`src/logic/vic_map_pkg.sv`:
```
// VIC-20 memory map
// Load limits, the kernal ROM window, the BASIC pointer table and the
// cartridge block mask used by the program loader
`default_nettype none

package vic_map_pkg;

	////////////////////
	// Load limits
	////////////////////

	// PRG data never goes past the BASIC RAM area
	localparam logic [15:0] prg_limit_c = 16'hA000;

	// Cartridge images stop below the I/O and ROM area
	localparam logic [15:0] cart_limit_c = 16'hC000;

	////////////////////
	// Kernal ROM window
	////////////////////

	// File offsets inside this window end up in the kernal area
	localparam logic [15:0] rom_lo_c = 16'h4000;
	localparam logic [15:0] rom_hi_c = 16'h8000;
	localparam logic [15:0] rom_shift_c = 16'h8000;

	////////////////////
	// BASIC pointers
	////////////////////

	// Start of variables, arrays, end of arrays and end of program
	// Even entries get the low byte, odd entries the high byte
	localparam int unsigned ptr_count_c = 8;
	localparam logic [15:0] ptr_table_c [ptr_count_c] = '{
		16'h002D, 16'h002E,
		16'h002F, 16'h0030,
		16'h0031, 16'h0032,
		16'h00AE, 16'h00AF
	};

	////////////////////
	// Cartridge blocks
	////////////////////

	// Bits 0 to 3 are blocks 0 to 3, bit 4 is block 5
	localparam int unsigned cart_blk_w = 5;
	typedef logic [cart_blk_w-1:0] cart_blk_t;

endpackage

`default_nettype wire

```
`src/logic/loader_pkg.sv`:
```
// Loader stream definitions
// File kinds, the host index codes and the records that move between
// the stages of the download pipeline
`default_nettype none

package loader_pkg;

	////////////////////
	// File kinds
	////////////////////

	typedef enum logic [2:0] {
		NONE,
		PRG,
		ROM,
		CRT,
		CT
	} file_kind_e;

	// Index codes sent by the host with each file
	localparam logic [7:0] prg_index_c = 8'h01;
	localparam logic [7:0] rom_index_c = 8'h06;
	localparam logic [7:0] crt_index_c = 8'h41;
	localparam logic [7:0] ct_index_c = 8'h81;

	////////////////////
	// Stage records
	////////////////////

	// One registered host byte plus download framing
	typedef struct packed {
		logic        valid;
		logic [24:0] offset;
		logic [7:0]  data;
		file_kind_e  kind;
		logic        dl_start;
		logic        dl_end;
		logic [7:0]  ext;
	} host_beat_t;

	// Write strobe to the memory configuration port
	typedef struct packed {
		logic        valid;
		logic [15:0] addr;
		logic [7:0]  data;
	} mem_write_t;

	// Start flag lets later stages abort or restart per download
	typedef struct packed {
		mem_write_t  wr;
		file_kind_e  kind;
		logic        dl_start;
		logic        dl_end;
		logic [15:0] final_addr;
	} addr_beat_t;

endpackage

`default_nettype wire

```
`src/logic/download_classifier.sv`:
```
// Download classifier
// Registers the host byte stream, decodes the file kind from the index
// code and marks the first and last beat of each download
`timescale 1ns/1ps
`default_nettype none

module download_classifier (
	input  wire                    clk_sys,
	input  wire                    reset,
	input  wire                    dl_active_i,
	input  wire [7:0]              dl_index_i,
	input  wire                    dl_wr_i,
	input  wire [24:0]             dl_addr_i,
	input  wire [7:0]              dl_data_i,
	input  wire [7:0]              dl_ext_i,
	output loader_pkg::host_beat_t beat_o
);
	import loader_pkg::*;

	logic       active_q;
	logic       start_edge;
	logic       end_edge;
	file_kind_e kind_dec;
	file_kind_e kind_q;
	file_kind_e kind_cur;

	assign start_edge = dl_active_i & ~active_q;
	assign end_edge = ~dl_active_i & active_q;

	// Index code to file kind
	always_comb begin
		case (dl_index_i)
			prg_index_c: kind_dec = PRG;
			rom_index_c: kind_dec = ROM;
			crt_index_c: kind_dec = CRT;
			ct_index_c:  kind_dec = CT;
			default:     kind_dec = NONE;
		endcase
	end

	// The start beat sees the fresh decode, later beats the latched kind
	assign kind_cur = start_edge ? kind_dec : kind_q;

	////////////////////
	// Framing
	////////////////////

	always_ff @(posedge clk_sys) begin
		if (reset) begin
			active_q <= 1'b0;
			kind_q <= NONE;
		end else begin
			active_q <= dl_active_i;
			if (start_edge) begin
				kind_q <= kind_dec;
			end
		end
	end

	////////////////////
	// Output beat
	////////////////////

	always_ff @(posedge clk_sys) begin
		beat_o.offset <= dl_addr_i;
		beat_o.data <= dl_data_i;
		beat_o.ext <= dl_ext_i;
		beat_o.kind <= kind_cur;
		if (reset) begin
			beat_o.valid <= 1'b0;
			beat_o.dl_start <= 1'b0;
			beat_o.dl_end <= 1'b0;
		end else begin
			// Strobes outside a download are ignored
			beat_o.valid <= dl_wr_i & dl_active_i;
			beat_o.dl_start <= start_edge;
			beat_o.dl_end <= end_edge;
		end
	end

endmodule

`default_nettype wire

```
`src/logic/load_address_gen.sv`:
```
// Load address generator
// Captures the load address header, keeps the running write address
// and applies the address window of each file kind
// ROM bytes bypass the running address and land in the kernal area
`timescale 1ns/1ps
`default_nettype none

module load_address_gen #(
	parameter logic [15:0] PRG_LIMIT = vic_map_pkg::prg_limit_c,
	parameter logic [15:0] CART_LIMIT = vic_map_pkg::cart_limit_c
) (
	input  wire                    clk_sys,
	input  wire                    reset,
	input  wire loader_pkg::host_beat_t beat_i,
	output loader_pkg::addr_beat_t wr_o
);
	import loader_pkg::*;
	import vic_map_pkg::*;

	logic [15:0] run_q;
	logic [15:0] run_d;
	logic [15:0] ct_base;
	logic        ct_base_ok;
	logic        has_header;
	logic        in_rom_win;
	logic [15:0] limit;
	addr_beat_t  wr_d;

	// PRG and CRT carry a two byte header, CT takes its base from the extension
	assign has_header = (beat_i.kind == PRG) || (beat_i.kind == CRT);
	assign limit = (beat_i.kind == PRG) ? PRG_LIMIT : CART_LIMIT;

	assign in_rom_win = (beat_i.offset >= {9'd0, rom_lo_c}) &&
		(beat_i.offset < {9'd0, rom_hi_c});

	////////////////////
	// CT base address
	////////////////////

	always_comb begin
		ct_base = 16'h0000;
		ct_base_ok = 1'b0;
		if (beat_i.ext >= "2" && beat_i.ext <= "9") begin
			ct_base = {beat_i.ext[3:0], 12'h000};
			ct_base_ok = 1'b1;
		end else if (beat_i.ext >= "A" && beat_i.ext <= "B") begin
			// A and B map to blocks A000 and B000
			ct_base = {beat_i.ext[3:0] + 4'd9, 12'h000};
			ct_base_ok = 1'b1;
		end
	end

	////////////////////
	// Address and window
	////////////////////

	always_comb begin
		run_d = run_q;
		wr_d = '0;
		wr_d.kind = beat_i.kind;
		wr_d.dl_start = beat_i.dl_start;
		wr_d.dl_end = beat_i.dl_end;
		wr_d.final_addr = run_q;
		wr_d.wr.data = beat_i.data;
		wr_d.wr.addr = run_q;

		if (beat_i.dl_start && beat_i.kind == CT && ct_base_ok) begin
			run_d = ct_base;
		end

		if (beat_i.valid) begin
			if (beat_i.kind == ROM) begin
				wr_d.wr.valid = in_rom_win;
				wr_d.wr.addr = beat_i.offset[15:0] + rom_shift_c;
			end else if (has_header && beat_i.offset == 25'd0) begin
				run_d[7:0] = beat_i.data;
			end else if (has_header && beat_i.offset == 25'd1) begin
				run_d[15:8] = beat_i.data;
			end else if (beat_i.kind != NONE && run_q < limit) begin
				wr_d.wr.valid = 1'b1;
				run_d = run_q + 16'd1;
			end
		end
	end

	always_ff @(posedge clk_sys) begin
		wr_o <= wr_d;
		if (reset) begin
			run_q <= 16'h0000;
			wr_o.wr.valid <= 1'b0;
			wr_o.dl_start <= 1'b0;
			wr_o.dl_end <= 1'b0;
		end else begin
			run_q <= run_d;
		end
	end

endmodule

`default_nettype wire

```
`src/logic/basic_pointer_patcher.sv`:
```
// BASIC pointer patcher
// Passes data writes to the memory port and, once a PRG download ends,
// writes the end address into the eight BASIC pointer bytes
`timescale 1ns/1ps
`default_nettype none

module basic_pointer_patcher (
	input  wire                    clk_sys,
	input  wire                    reset,
	input  wire loader_pkg::addr_beat_t wr_i,
	output loader_pkg::mem_write_t mem_wr_o
);
	import loader_pkg::*;
	import vic_map_pkg::*;

	// Step 0 is idle, even steps 2 to 14 issue entries 1 to 7
	localparam logic [3:0] last_step_c = 4'd14;

	logic [3:0]  step_q;
	logic [15:0] end_q;
	logic [2:0]  entry;
	logic        prg_done;
	logic        ptr_slot;
	mem_write_t  out_d;

	assign prg_done = wr_i.dl_end && (wr_i.kind == PRG);
	assign entry = step_q[3:1];
	assign ptr_slot = (step_q != 4'd0) && !step_q[0] && !wr_i.dl_start;

	////////////////////
	// Write select
	////////////////////

	always_comb begin
		out_d = wr_i.wr;
		if (!wr_i.wr.valid) begin
			if (prg_done) begin
				// Entry 0 goes out right away with the fresh end address
				out_d.valid = 1'b1;
				out_d.addr = ptr_table_c[0];
				out_d.data = wr_i.final_addr[7:0];
			end else if (ptr_slot) begin
				out_d.valid = 1'b1;
				out_d.addr = ptr_table_c[entry];
				out_d.data = entry[0] ? end_q[15:8] : end_q[7:0];
			end
		end
	end

	////////////////////
	// Step counter
	////////////////////

	always_ff @(posedge clk_sys) begin
		if (reset) begin
			step_q <= 4'd0;
		end else if (wr_i.dl_start) begin
			// A new download drops any patch still in progress
			step_q <= 4'd0;
		end else if (prg_done) begin
			step_q <= 4'd1;
		end else if (step_q == last_step_c) begin
			step_q <= 4'd0;
		end else if (step_q != 4'd0) begin
			step_q <= step_q + 4'd1;
		end
	end

	always_ff @(posedge clk_sys) begin
		if (prg_done) begin
			end_q <= wr_i.final_addr;
		end
	end

	always_ff @(posedge clk_sys) begin
		mem_wr_o <= out_d;
		if (reset) begin
			mem_wr_o.valid <= 1'b0;
		end
	end

endmodule

`default_nettype wire

```
`src/logic/cart_block_tracker.sv`:
```
// Cartridge block tracker
// Marks the 8 KB blocks filled by a cartridge image, holds the machine
// in reset during a CRT load and builds the expansion RAM masks
`timescale 1ns/1ps
`default_nettype none

module cart_block_tracker (
	input  wire                    clk_sys,
	input  wire                    reset,
	input  wire loader_pkg::addr_beat_t wr_i,
	input  wire                    detach_i,
	input  wire vic_map_pkg::cart_blk_t extram_cfg_i,
	input  wire                    cart_writable_i,
	output logic                   cart_reset_o,
	output vic_map_pkg::cart_blk_t ram_ext_o,
	output vic_map_pkg::cart_blk_t ram_ext_ro_o
);
	import loader_pkg::*;
	import vic_map_pkg::*;

	cart_blk_t  mask_q;
	cart_blk_t  hit;
	logic [2:0] blk;
	logic       cart_wr;

	assign blk = wr_i.wr.addr[15:13];
	assign cart_wr = wr_i.wr.valid && (wr_i.kind == CRT || wr_i.kind == CT);

	// Block 4 is I/O space and never tracked
	always_comb begin
		hit = '0;
		if (cart_wr) begin
			if (blk < 3'd4) begin
				hit[blk[1:0]] = 1'b1;
			end else if (blk == 3'd5) begin
				hit[4] = 1'b1;
			end
		end
	end

	always_ff @(posedge clk_sys) begin
		if (reset || detach_i) begin
			mask_q <= '0;
			cart_reset_o <= 1'b0;
		end else begin
			mask_q <= mask_q | hit;
			if (wr_i.kind == CRT && wr_i.dl_start) begin
				cart_reset_o <= 1'b1;
			end else if (wr_i.kind == CRT && wr_i.dl_end) begin
				cart_reset_o <= 1'b0;
			end
		end
	end

	assign ram_ext_o = extram_cfg_i | mask_q;
	assign ram_ext_ro_o = cart_writable_i ? '0 : mask_q;

endmodule

`default_nettype wire

```
`src/logic/vic_loader_top.sv`:
```
// VIC-20 program and cartridge loader
// Three stage pipeline from the host byte stream to the memory
// configuration port, with cartridge block tracking on the side
`timescale 1ns/1ps
`default_nettype none

module vic_loader_top #(
	parameter logic [15:0] PRG_LIMIT = vic_map_pkg::prg_limit_c,
	parameter logic [15:0] CART_LIMIT = vic_map_pkg::cart_limit_c
) (
	input  wire                    clk_sys,
	input  wire                    reset,
	input  wire                    dl_active_i,
	input  wire [7:0]              dl_index_i,
	input  wire                    dl_wr_i,
	input  wire [24:0]             dl_addr_i,
	input  wire [7:0]              dl_data_i,
	input  wire [7:0]              dl_ext_i,
	input  wire                    detach_i,
	input  wire vic_map_pkg::cart_blk_t extram_cfg_i,
	input  wire                    cart_writable_i,
	output loader_pkg::mem_write_t mem_wr_o,
	output logic                   cart_reset_o,
	output vic_map_pkg::cart_blk_t ram_ext_o,
	output vic_map_pkg::cart_blk_t ram_ext_ro_o
);
	import loader_pkg::*;

	host_beat_t beat;
	addr_beat_t addr_wr;

	// Stage 1
	download_classifier i_classifier (
		.clk_sys     (clk_sys),
		.reset       (reset),
		.dl_active_i (dl_active_i),
		.dl_index_i  (dl_index_i),
		.dl_wr_i     (dl_wr_i),
		.dl_addr_i   (dl_addr_i),
		.dl_data_i   (dl_data_i),
		.dl_ext_i    (dl_ext_i),
		.beat_o      (beat)
	);

	// Stage 2
	load_address_gen #(
		.PRG_LIMIT  (PRG_LIMIT),
		.CART_LIMIT (CART_LIMIT)
	) i_addr_gen (
		.clk_sys (clk_sys),
		.reset   (reset),
		.beat_i  (beat),
		.wr_o    (addr_wr)
	);

	// Stage 3
	basic_pointer_patcher i_patcher (
		.clk_sys  (clk_sys),
		.reset    (reset),
		.wr_i     (addr_wr),
		.mem_wr_o (mem_wr_o)
	);

	cart_block_tracker i_blk_tracker (
		.clk_sys         (clk_sys),
		.reset           (reset),
		.wr_i            (addr_wr),
		.detach_i        (detach_i),
		.extram_cfg_i    (extram_cfg_i),
		.cart_writable_i (cart_writable_i),
		.cart_reset_o    (cart_reset_o),
		.ram_ext_o       (ram_ext_o),
		.ram_ext_ro_o    (ram_ext_ro_o)
	);

endmodule

`default_nettype wire

```
`config.mk`:
```
export PLATFORM = sky130hd
export DESIGN_NAME = vic_loader_top
export DESIGN_NICKNAME = d
export VERILOG_FILES = /design/src/logic/vic_map_pkg.sv /design/src/logic/loader_pkg.sv /design/src/logic/download_classifier.sv /design/src/logic/load_address_gen.sv /design/src/logic/basic_pointer_patcher.sv /design/src/logic/cart_block_tracker.sv /design/src/logic/vic_loader_top.sv
export SDC_FILE = /design/constraint.sdc
export NUM_CORES = 1
export LEC_CHECK = 0
export ABC_AREA = 1
export ABC_CLOCK_PERIOD_IN_PS = 3200
export BUFFER_PORTS_ARGS = -buffer_cell sky130_fd_sc_hd__buf_2
export CELL_PAD_IN_SITES_DETAIL_PLACEMENT = 0
export CELL_PAD_IN_SITES_GLOBAL_PLACEMENT = 1
export CORE_MARGIN = 5
export CORE_UTILIZATION = 45
export DETAILED_ROUTE_END_ITERATION = 7
export GPL_ROUTABILITY_DRIVEN = 1
export PLACE_DENSITY_LB_ADDON = 0.1
export RECOVER_POWER = 25
export SYNTH_ARGS = -nofsm -noshare
export SYNTH_HDL_FRONTEND = slang
export SYNTH_SLANG_ARGS = --single-unit
```
`constraint.sdc`:
```
create_clock -name clk_sys -period 3.2 [get_ports clk_sys]
set_input_delay 0.64 -clock clk_sys [delete_from_list [all_inputs] [get_ports clk_sys]]
set_output_delay 0.64 -clock clk_sys [all_outputs]
set_load 0.01 [all_outputs]
```
==> results of run 1 <==
## critical path, delay by kind of cell, from the launching register on
family	cells	cell delay, ns
AO/OA/AOI/OAI	1	0.14
AND/OR/NAND/NOR	9	1.43
adder cells (fa/ha/maj)	1	0.23
flip-flops	1	0.33
buffers and inverters	3	0.19
## cells in the mapped netlist (2+ instances only)
cell type,count
nand3_1,54
or2_2,8
nor3_1,7
nand4_1,26
inv_1,86
edfxtp_1,16
dfxtp_1,148
nand2_2,5
buf_4,3
nor2_4,4
o21ai_0,31
o22ai_1,3
nor2_2,5
inv_2,4
nand2_4,3
mux2_2,5
xnor2_1,3
xor2_1,6
a21oi_1,37
o221a_2,5
nor2_1,89
nand2_1,155
clkbuf_1,6
buf_2,7
nor3_4,2
ha_1,11
buf_6,2
## metrics by stage
step	utilization (%)	setup slack, ns	instance area, sq um	hold slack (ns)	std cells
after global placement	50.1	0.928	6930	0.336	1005
after detailed placement	50.1	0.838	6930	0.347	1005
after global routing	54.0	0.550	7470	0.304	1037
after CTS	54.0	0.801	7470	0.308	1037
after floorplan	-	1.28	6300	0.331	744
final	54.0	0.799	7470	0.322	1037
## registers in the layout (all words and copies together) (netlist names)
| name | cells |
|---|---|
| i_blk_tracker.cart_reset_o | 1 |
| i_patcher.mem_wr_o | 25 |
| i_blk_tracker.mask_q | 5 |
| i_addr_gen.run_q | 16 |
| i_classifier.active_q | 1 |
| i_patcher.end_q | 16 |
| i_classifier.kind_q | 3 |
| i_patcher.step_q | 4 |
| i_classifier.beat_o | 47 |
| i_addr_gen.wr_o | 46 |
## routing by layer
| metal | vias up | global-route usage [%] | share of wire, % |
|---|---|---|---|
| li1 | 2601 | - | - |
| met1 | 2323 | 23.1 | 44 |
| met2 | 117 | 32.6 | 49 |
| met3 | 17 | 5.44 | 4.9 |
| met4 | 0 | 5.24 | 1.6 |
| met5 | - | 0 | 0 |
## cell type report
cell class | instances | area (sq um)
Clock buffer | 18 | 429
Fill cell | 1279 | 6360
Multi-Input combinational cell | 472 | 2420
Clock inverter | 14 | 111
Inverter | 90 | 338
Timing Repair Buffer | 99 | 504
Tap cell | 180 | 225
Sequential cell | 164 | 3440
## final timing paths
check / start / to / slack, ns / cells after the start
setup / recovery: i_classifier.beat_o[10] / i_addr_gen.run_q[5] / 0.80 / 14
hold / removal: dl_ext_i[1] / i_classifier.beat_o[1] / 0.32 / 1
setup reg to reg: i_classifier.beat_o[10] / i_addr_gen.run_q[5] / 0.80 / 14
hold reg to reg: i_classifier.beat_o[10] / i_addr_gen.wr_o[18] / 0.35 / 0
## where the power goes
| group | internal, mW | total, mW | switching (mW) | leakage, nW |
|---|---|---|---|---|
| sequential | 2.15 | 2.20 | 0.0483 | 1.36 |
| clock | 1.06 | 1.86 | 0.796 | 0.254 |
| combinational | 0.0964 | 0.223 | 0.127 | 1.81 |
## cells by family after synthesis
logic type                 after synthesis  share of synthesized area [%]
DFF                                    164                           54.6
muxes                                    5                          0.893
xor gates and xnor gates                 9                           1.25
and+or+nand+nor                        366                           26.9
adders and majority gates               11                           2.18
buffers and inverters                  108                           6.99
AOI/OAI and AO/OA                       81                           7.19
==> parameters.txt, run 1 <==
Parameter                              Value

Outcome
  Result of the run    finished clean

Synthesis
  Most instantiated flip-flop cell in the synthesis netlist    dfxtp_1
  Mean instance size in the synthesized netlist    8.47 sq um
  Ranking of synthesized cells by area    dfxtp_1 47%, nand2_1 9.2%, edfxtp_1 7.6%
  Ys async rst share    0%
  Number of enable flip-flop cells after synthesis    16
  Number of warnings printed during yosys synthesis    0
  Part of the Yosys area used for sequential elements    54.6%
  Top-area cell type share of the netlist area    47.0%
  Synthesized area    6300 sq um
  Synthesis-stage register bit count    164
  Post-Synthesis Net Count    815
  Leading area contributor after synthesis    dfxtp_1
  Synth unique cells    40
  Post-Syn Instances    744

Timing
  Hold Violations, Final    0
  TNS Setup    0 ns
  Clock period minus worst slack    2.40 ns
  Setup repair after global routing missed its margin    false
  Layout Skew    0.00712 ns
  Worst Max-Slew Pin Slew    0.592 ns
  Final-report setup violation count    0
  Ratio of final minimum period to clock period    75.0%
  Highest clock rate    416 MHz
  Slew Viols, Final    0
  Relative slew margins    60.5%

Global routing
  GR Util All Layers    18.9%
  Number of antenna violations at the first check in global routing    0
  Overflow left after global routing    0
  Pin count of the biggest net entering global routing    27
  Wire length of the first global-routing pass    24500 microns
  Number of global-route vias before repair    5026

Critical path
  Setup Crit Path Kind    reg -> reg
  Sort of element at the end of the critical path    register
  Kind of start point of the critical path    register
  Crit path required time    3.55 ns
  Most frequent cell on the critical path    nand2_1
  Arrival time at the worst endpoint    2.75 ns
  Cells along the critical path    inv_1 > nor2_4 > inv_2 > nor2_1 > ha_1 > nand2_1 > inv_1 > nand2_1 > nand2_1 > nor2_2 > nand2_1 > nand2_1 > nand3_1 > a21oi_1
  Delay contributed by the slowest stage of the critical path    0.46 ns
  Maximum fanout count along the critical path    15
  Cell with the biggest individual delay on the critical path    nor2_2

Route
  DRT antenna net count    0
  Post-DR vias/cell    4.88
  Detailed Route WL    15200 microns
  First DRT Iteration DRCs    317
  Number of iterations in the first detailed-routing pass    4
  Number of remaining DRC errors    0
  Routed wire length per instance    14.6 microns
  Via Count    5058

Clock tree
  Number of clock buffers inserted by TritonCTS    17
  Post-CTS Setup Repair Bufs    0
  CTS tree    yes
  Sink Count    164
  CTS Hold Bufs    0
  Clock root cell    clkbuf_16
  CTS H-tree depth    4
  Cells resized by post-CTS repair    0
  Clock latency of the later-clocked register in the worst-skew pair    0.42 ns
  Clock slew seen by the registers of the worst setup and hold paths    0.06 ns
  Max Root-Sink Buffers    2

Finish
  Leading cell type in the layout, fill and taps excluded    nand2_1
  Nets    915
  Fraction of final layout cells with drive strength greater than 1    20.0%
  Area Growth Syn to Fin    18.5%
  Highest-count cells in the layout ignoring fill and taps    155 x nand2_1, 148 x dfxtp_1, 94 x buf_2
  Number of diodes    0

Pwr
  Tot Pwr    4.28 mW
  Power density normalized to cell area    573 nW/um^2
  Peak ir drop on the vdd network    417 uV
  Leakage    3.43 nW

Floorplan
  I/O Pins    96
  Overall die area    16500 sq um
  Die Span Y    128 microns
  Core region area    13800 sq um
  Starting Density    45.6%
  Horizontal extent of the die    128 microns
  Rows    43

Placement
  Count of buffers from port buffering    95
  HPWL after detailed placement    11600 microns
  GPL Wtd Cong    0.885

Flow run
  Max-capacitance violation count    0

Min path
  Tightest Hold Check Type    in -> reg
No activity file was read; power rests on OpenSTA's default activity.
==> run 2: changes to the inputs <==
--- a/config.mk
+++ b/config.mk
@@ -5,13 +5,13 @@
 export SDC_FILE = /design/constraint.sdc
 export NUM_CORES = 1
 export LEC_CHECK = 0
-export ABC_AREA = 1
-export ABC_CLOCK_PERIOD_IN_PS = 3200
+export ABC_AREA = 0
+export ABC_CLOCK_PERIOD_IN_PS = 2300
 export BUFFER_PORTS_ARGS = -buffer_cell sky130_fd_sc_hd__buf_2
 export CELL_PAD_IN_SITES_DETAIL_PLACEMENT = 0
 export CELL_PAD_IN_SITES_GLOBAL_PLACEMENT = 1
 export CORE_MARGIN = 5
-export CORE_UTILIZATION = 45
+export CORE_UTILIZATION = 43
 export DETAILED_ROUTE_END_ITERATION = 7
 export GPL_ROUTABILITY_DRIVEN = 1
 export PLACE_DENSITY_LB_ADDON = 0.1
==> constraint.sdc (replaced) <==
create_clock -name clk_sys -period 2.3 [get_ports clk_sys]
set_input_delay 0.46 -clock clk_sys [delete_from_list [all_inputs] [get_ports clk_sys]]
set_output_delay 0.46 -clock clk_sys [all_outputs]
set_load 0.01 [all_outputs]
==> parameters.txt, run 2 <==
Parameter                              Value

Outcome
  Result of the run    finished clean

Clock tree
  Post-CTS Setup Repair Bufs    0
  CTS Hold Bufs    0
  Clock slew seen by the registers of the worst setup and hold paths    0.06 ns
  Clock latency of the later-clocked register in the worst-skew pair    0.42 ns
  Max Root-Sink Buffers    2
  Sink Count    164
  Number of clock buffers inserted by TritonCTS    17
  Clock root cell    clkbuf_16
  CTS H-tree depth    4
  CTS tree    yes

Timing
  Setup repair after global routing missed its margin    false
  Ratio of final minimum period to clock period    94.6%
  Relative slew margins    61.7%
  Layout Skew    0.00589 ns
  Final-report setup violation count    0
  Hold Violations, Final    0
  Clock period minus worst slack    2.18 ns
  TNS Setup    0 ns
  Slew Viols, Final    0
  Highest clock rate    460 MHz
  Worst Max-Slew Pin Slew    0.575 ns

Pwr
  Power share of the sequential group    49.2%
  Net switching power figure    1.23 mW
  Power density normalized to cell area    831 nW/um^2
  Comb pwr share    2.7%
  Leakage    2.95 nW
  Tot Pwr    6.06 mW
  Int Pwr    4.83 mW
  Part of the power in the clock network    48.1%
  Peak ir drop on the vdd network    457 uV
  Net switching fraction of the power    20.3%

Route
  Total met2 wirelength after detailed routing    7140 microns
  Number of remaining DRC errors    0
  DRT antenna net count    0
  Top routing layer in use    met4
  Met3 Routed Length    777 microns
  Via Count    4384
  Number of iterations in the first detailed-routing pass    5
  First DRT Iteration DRCs    287
  Routed wire length per instance    17.3 microns
  Detailed Route WL    14700 microns
  Post-DR vias/cell    5.17
  Met1 Wirelength    6510 microns

Synthesis
  Part of the Yosys area used for sequential elements    59.2%
  Post-Synthesis Net Count    603
  Number of warnings printed during yosys synthesis    0
  Most common cell in the synthesized netlist    dfxtp_1
  Number of enable flip-flop cells after synthesis    16
  Top-area cell type share of the netlist area    51.0%
  Synth unique cells    64
  Ranking of synthesized cells by area    dfxtp_1 51%, edfxtp_1 8.3%, ha_1 2.4%
  Most instantiated flip-flop cell in the synthesis netlist    dfxtp_1
  Ys async rst share    0%
  Post-Syn Instances    532
  Cell types with the highest counts after synthesis    148 x dfxtp_1, 31 x nand2_1, 27 x nor2_1, 27 x o21ai_0
  Leading area contributor after synthesis    dfxtp_1
  Synthesis-stage register bit count    164
  Mean instance size in the synthesized netlist    10.9 sq um
  Synthesized area    5810 sq um

Critical path
  Cell with the biggest individual delay on the critical path    and4_1
  Kind of start point of the critical path    register
  Number of buffer and inverter stages on the critical path    1
  Crit path required time    2.61 ns
  Cells along the critical path    buf_4 > nor4b_2 > and4_1 > nand2_1 > o31a_1 > o221a_2
  Setup Crit Path Kind    reg -> reg
  Sort of element at the end of the critical path    register
  Delay contributed by the slowest stage of the critical path    0.37 ns
  Kind of cell with the highest combined delay on the critical path    simple AND/OR/NAND/NOR gates
  Arrival time at the worst endpoint    2.49 ns
  Maximum fanout count along the critical path    10

Floorplan
  I/O Pins    96
  Rows    42
  Overall die area    15900 sq um
  Die Span Y    126 microns
  Core region area    13200 sq um
  Horizontal extent of the die    126 microns
  Starting Density    43.9%

Placement
  GPL Wtd Cong    0.885
  Area of placed instances    6680 sq um
  Placed instance count    816
  Count of buffers from port buffering    95
  HPWL after detailed placement    11200 microns

Global routing
  Wire length of the first global-routing pass    23600 microns
  Number of antenna violations at the first check in global routing    0
  Pin count of the biggest net entering global routing    34
  GR Util All Layers    18.9%
  Overflow left after global routing    0
  Number of global-route vias before repair    4478

Flow run
  Max-capacitance violation count    0

Finish
  Area Growth Syn to Fin    25.5%
  Nets    730
  Number of diodes    0
  Register containing the most flip-flops in the final layout    i_classifier.beat_o
  Fraction of final layout cells with drive strength greater than 1    26.3%
  Top Registers    i_classifier.beat_o x47, i_addr_gen.wr_o x46, i_patcher.mem_wr_o x25
  Fin area    7300 sq um
  Highest-count cells in the layout ignoring fill and taps    148 x dfxtp_1, 93 x buf_2, 31 x nand2_1, 31 x buf_4
  Count of non-filler cells in the finished layout    848
  Flip-flop count of the largest register after layout    47
  Leading cell type in the layout, fill and taps excluded    dfxtp_1

Min path
  Tightest Hold Check Type    in -> reg
[run 2: power by group through the flow]
stage                     sequential, mW  clock [mW]  combinational, mW
final                               2.98        2.92              0.163
after floorplan                     3.03           0             0.0680
after global placement              3.04           0              0.160
after global routing                2.99        3.09              0.181
after detailed placement            3.05           0              0.165
after CTS                           2.98        2.98              0.165
[run 2: final cells by class]
type                    count  area, sq um
fillers                  1222         5950
flip-flops and latches    164         3440
multi-input cells         327         2200
repair buffers            127          726
clock buffers              22          475
well taps                 176          220
clock inverters            10          144
inverters                  22         82.6
[run 2: stage by stage]
| step | hold WS [ns] | worst slack [ns] | util (%) |
|---|---|---|---|
| floorplan | 0.345 | 0.141 | - |
| global placement | 0.364 | 0.147 | 50.4 |
| detailed placement | 0.372 | 0.136 | 50.4 |
| CTS | 0.116 | 0.129 | 55.1 |
| global route | 0.119 | 0.00526 | 55.1 |
| finish | 0.134 | 0.125 | 55.1 |
[run 2: timing repair]
action	in CTS	in global routing
gates resized for setup	0	2
endpoints found under the setup margin	0	7
hold endpoints to repair	0	0
[run 2: worst reg2reg max path, delay by kind of cell (launching register included)]
kind / cells / cell delay (ns)
compound gates: 2 / 0.58
buf+inv: 1 / 0.16
flops: 1 / 0.32
simple gates: 3 / 1.01
[run 2: kinds of logic after synthesis]
| kind of cell | Yosys count | synth area share, % |
|---|---|---|
| xor+xnor | 11 | 1.66 |
| simple gates | 167 | 16.2 |
| mux | 17 | 3.04 |
| fa+ha+maj | 11 | 2.37 |
| buf+inv | 41 | 2.86 |
| flops | 164 | 59.2 |
| compound gates | 121 | 14.6 |
[run 2: final timing paths]
check	start	endpoint	slack [ns]	cells past startpoint
worst max-delay path	i_classifier.beat_o[12]	i_addr_gen.run_q[10]	0.12	6
worst min-delay path	dl_addr_i[17]	i_classifier.beat_o[38]	0.13	1
worst max register to register	i_classifier.beat_o[12]	i_addr_gen.run_q[10]	0.12	6
worst min register to register	i_addr_gen.run_q[6]	i_addr_gen.wr_o[6]	0.37	0
[run 2: per-layer routing]
metal	global-route usage, %	up-vias
met2	31.4	127
li1	-	2187
met5	0	-
met1	24.3	2051
met4	6.37	0
met3	4.49	19
==> run 3: changes to the inputs <==
--- a/config.mk
+++ b/config.mk
@@ -6,12 +6,13 @@
 export NUM_CORES = 1
 export LEC_CHECK = 0
 export ABC_AREA = 0
-export ABC_CLOCK_PERIOD_IN_PS = 2300
+export ABC_CLOCK_PERIOD_IN_PS = 1900
 export BUFFER_PORTS_ARGS = -buffer_cell sky130_fd_sc_hd__buf_2
 export CELL_PAD_IN_SITES_DETAIL_PLACEMENT = 0
 export CELL_PAD_IN_SITES_GLOBAL_PLACEMENT = 1
 export CORE_MARGIN = 5
-export CORE_UTILIZATION = 43
+export CORE_UTILIZATION = 41
+export CTS_BUF_LIST = sky130_fd_sc_hd__clkbuf_4
 export DETAILED_ROUTE_END_ITERATION = 7
 export GPL_ROUTABILITY_DRIVEN = 1
 export PLACE_DENSITY_LB_ADDON = 0.1
==> constraint.sdc (replaced) <==
create_clock -name clk_sys -period 1.9 [get_ports clk_sys]
set_input_delay 0.38 -clock clk_sys [delete_from_list [all_inputs] [get_ports clk_sys]]
set_output_delay 0.38 -clock clk_sys [all_outputs]
set_load 0.01 [all_outputs]
==> parameters.txt, run 3 (synthesis gave the netlist of run 2 again) <==
Parameter                              Value

Outcome
  Result of the run    finished with violations
  Violated checks    negative setup slack

Timing
  Clock period minus worst slack    1.97 ns
  Ratio of final minimum period to clock period    104%
  Worst hold margin    0.132 ns
  Highest clock rate    507 MHz
  Slew Viols, Final    0
  Minimum setup slack in the final design    -0.0706 ns
  Worst Max-Slew Pin Slew    0.491 ns
  Setup repair after global routing missed its margin    true
  Relative slew margins    66.9%
  Hold Violations, Final    0
  Layout Skew    0.0183 ns
  Final-report setup violation count    15

Floorplan
  Overall die area    16700 sq um
  Horizontal extent of the die    129 microns
  Core region area    13900 sq um
  I/O Pins    96
  Die Span Y    129 microns
  Rows    43
  Starting Density    41.9%

Route
  Routed wire length per instance    17.0 microns
  Number of remaining DRC errors    0
  Post-DR vias/cell    5.06
  Number of iterations in the first detailed-routing pass    4
  DRT antenna net count    0
  First DRT Iteration DRCs    216
  Detailed Route WL    15800 microns
  Via Count    4687

Finish
  Area Growth Syn to Fin    36.6%
  Register containing the most flip-flops in the final layout    i_classifier.beat_o
  Highest-count cells in the layout ignoring fill and taps    144 x dfxtp_1, 94 x buf_2, 56 x buf_4
  Fill cells    1217
  Leading cell type in the layout, fill and taps excluded    dfxtp_1
  Count of non-filler cells in the finished layout    927
  Top Registers    i_classifier.beat_o x47, i_addr_gen.wr_o x46, i_patcher.mem_wr_o x25
  Flip-flop count of the largest register after layout    47
  Fraction of final layout cells with drive strength greater than 1    33.2%
  Nets    805
  Number of diodes    0

Min path
  Capture endpoint of the worst hold path    i_classifier.beat_o[12]
  Tightest Hold Check Type    in -> reg
  Hold Path Origin    dl_index_i[7]
  Min-Delay Path Depth    3

Pwr
  Peak ir drop on the vdd network    548 uV
  Tot Pwr    5.61 mW
  Leakage    3.18 nW
  Power density normalized to cell area    707 nW/um^2

Clock tree
  CTS H-tree depth    4
  CTS tree    yes
  Clock slew seen by the registers of the worst setup and hold paths    0.13 ns
  Max Root-Sink Buffers    2
  Clock root cell    clkbuf_4
  Clock latency of the later-clocked register in the worst-skew pair    0.57 ns
  Number of clock buffers inserted by TritonCTS    17
  Sink Count    164

Global routing
  Pin count of the biggest net entering global routing    34
  Number of antenna violations at the first check in global routing    0
  Overflow left after global routing    0
  Number of global-route vias before repair    4691
  GR Util All Layers    19.4%
  Wire length of the first global-routing pass    24500 microns

Placement
  Count of buffers from port buffering    95
  Placed instance count    844
  GPL Wtd Cong    0.928
  HPWL after detailed placement    11500 microns

Critical path
  Cells on worst reg2reg path    8
  Sort of element at the end of the critical path    register
  Kind of start point of the critical path    register
  Setup Crit Path Kind    reg -> reg
  Arrival time at the worst endpoint    2.43 ns
  Setup slack, reg-to-reg    -0.07 ns
  Crit path required time    2.36 ns
  Maximum fanout count along the critical path    5
  Reg-to-reg endpoint    i_addr_gen.run_q[11]
  Worst reg2reg path startpoint    i_classifier.beat_o[12]

Flow run
  Max-capacitance violation count    0
## run 3: cell types whose count changed in the layout (fill, tap and decap cells not counted), sizes merged
cell and delta:
clkinv +4, inv -1, clkbuf -4, bufinv -3, dlygate4sd3 +44, clkinvlp +4, buf +31
## run 3: routing by layer
metal | vias to the layer above | track usage [%] | share of wire (%)
met4 | 0 | 6.98 | 1.8
met5 | - | 0 | 0
met2 | 105 | 32.2 | 49
li1 | 2348 | - | -
met3 | 25 | 4.25 | 4.4
met1 | 2209 | 24.9 | 45
## run 3: critical path, stage by stage, from the launching register on
cell      delay [ns]
dfxtp_4         0.37
nor3b_2         0.17
ha_2            0.32
o21ai_4         0.14
o32a_1          0.31
buf_6           0.16
o211ai_1        0.14
o32ai_2         0.16
a211oi_2        0.11
## run 3: final cells by class
| cell class | instances | area, sq um | share of cell area (%) |
|---|---|---|---|
| well taps | 180 | 225 | 2.84 |
| clock buffers | 18 | 135 | 1.70 |
| flip-flops and latches | 164 | 3450 | 43.5 |
| inverters | 22 | 85.1 | 1.07 |
| repair buffers | 202 | 1460 | 18.4 |
| clock inverters | 14 | 90.1 | 1.13 |
| multi-input cells | 327 | 2490 | 31.4 |
## run 3: per-stage QoR
stage               TNS (ns)  cell area [sq um]  worst slack [ns]  util (%)
floorplan             -0.438               5880           -0.0453         -
global placement      -0.801               6940            -0.116      50.0
detailed placement     -1.14               6940            -0.125      50.0
CTS                   -0.333               7710           -0.0612      55.5
global route           -2.35               7940            -0.182      57.2
finish                -0.715               7940           -0.0706      57.2
## run 3: worst max path at each step
stage,cells past startpoint,from,slack (ns),end
3_5_place_dp,8,i_classifier.beat_o[12],-0.12,i_addr_gen.run_q[11]
5_1_grt,8,i_classifier.beat_o[12],-0.18,i_addr_gen.run_q[11]
4_1_cts,7,i_classifier.beat_o[12],-0.06,i_addr_gen.run_q[8]
3_3_place_gp,8,i_classifier.beat_o[12],-0.12,i_addr_gen.run_q[10]
6_report,8,i_classifier.beat_o[12],-0.07,i_addr_gen.run_q[11]
2_1_floorplan,9,i_patcher.step_q[1],-0.05,i_patcher.mem_wr_o[22]
## run 3: power breakdown
group	switching [mW]	internal, mW	total, mW
Sequential	0.0440	3.56	3.60
Combinational	0.128	0.176	0.305
Clock	1.19	0.514	1.70
Total	1.36	4.25	5.61
## run 3: what timing repair did
action                                  in CTS  in global routing
cloned                                       0                  1
buffers inserted                             2                  4
pin swaps                                   14                  8
gates resized for setup                     19                 27
endpoints found under the setup margin      17                 29
hold buffers                                44                  0
hold endpoints to repair                    47                  0
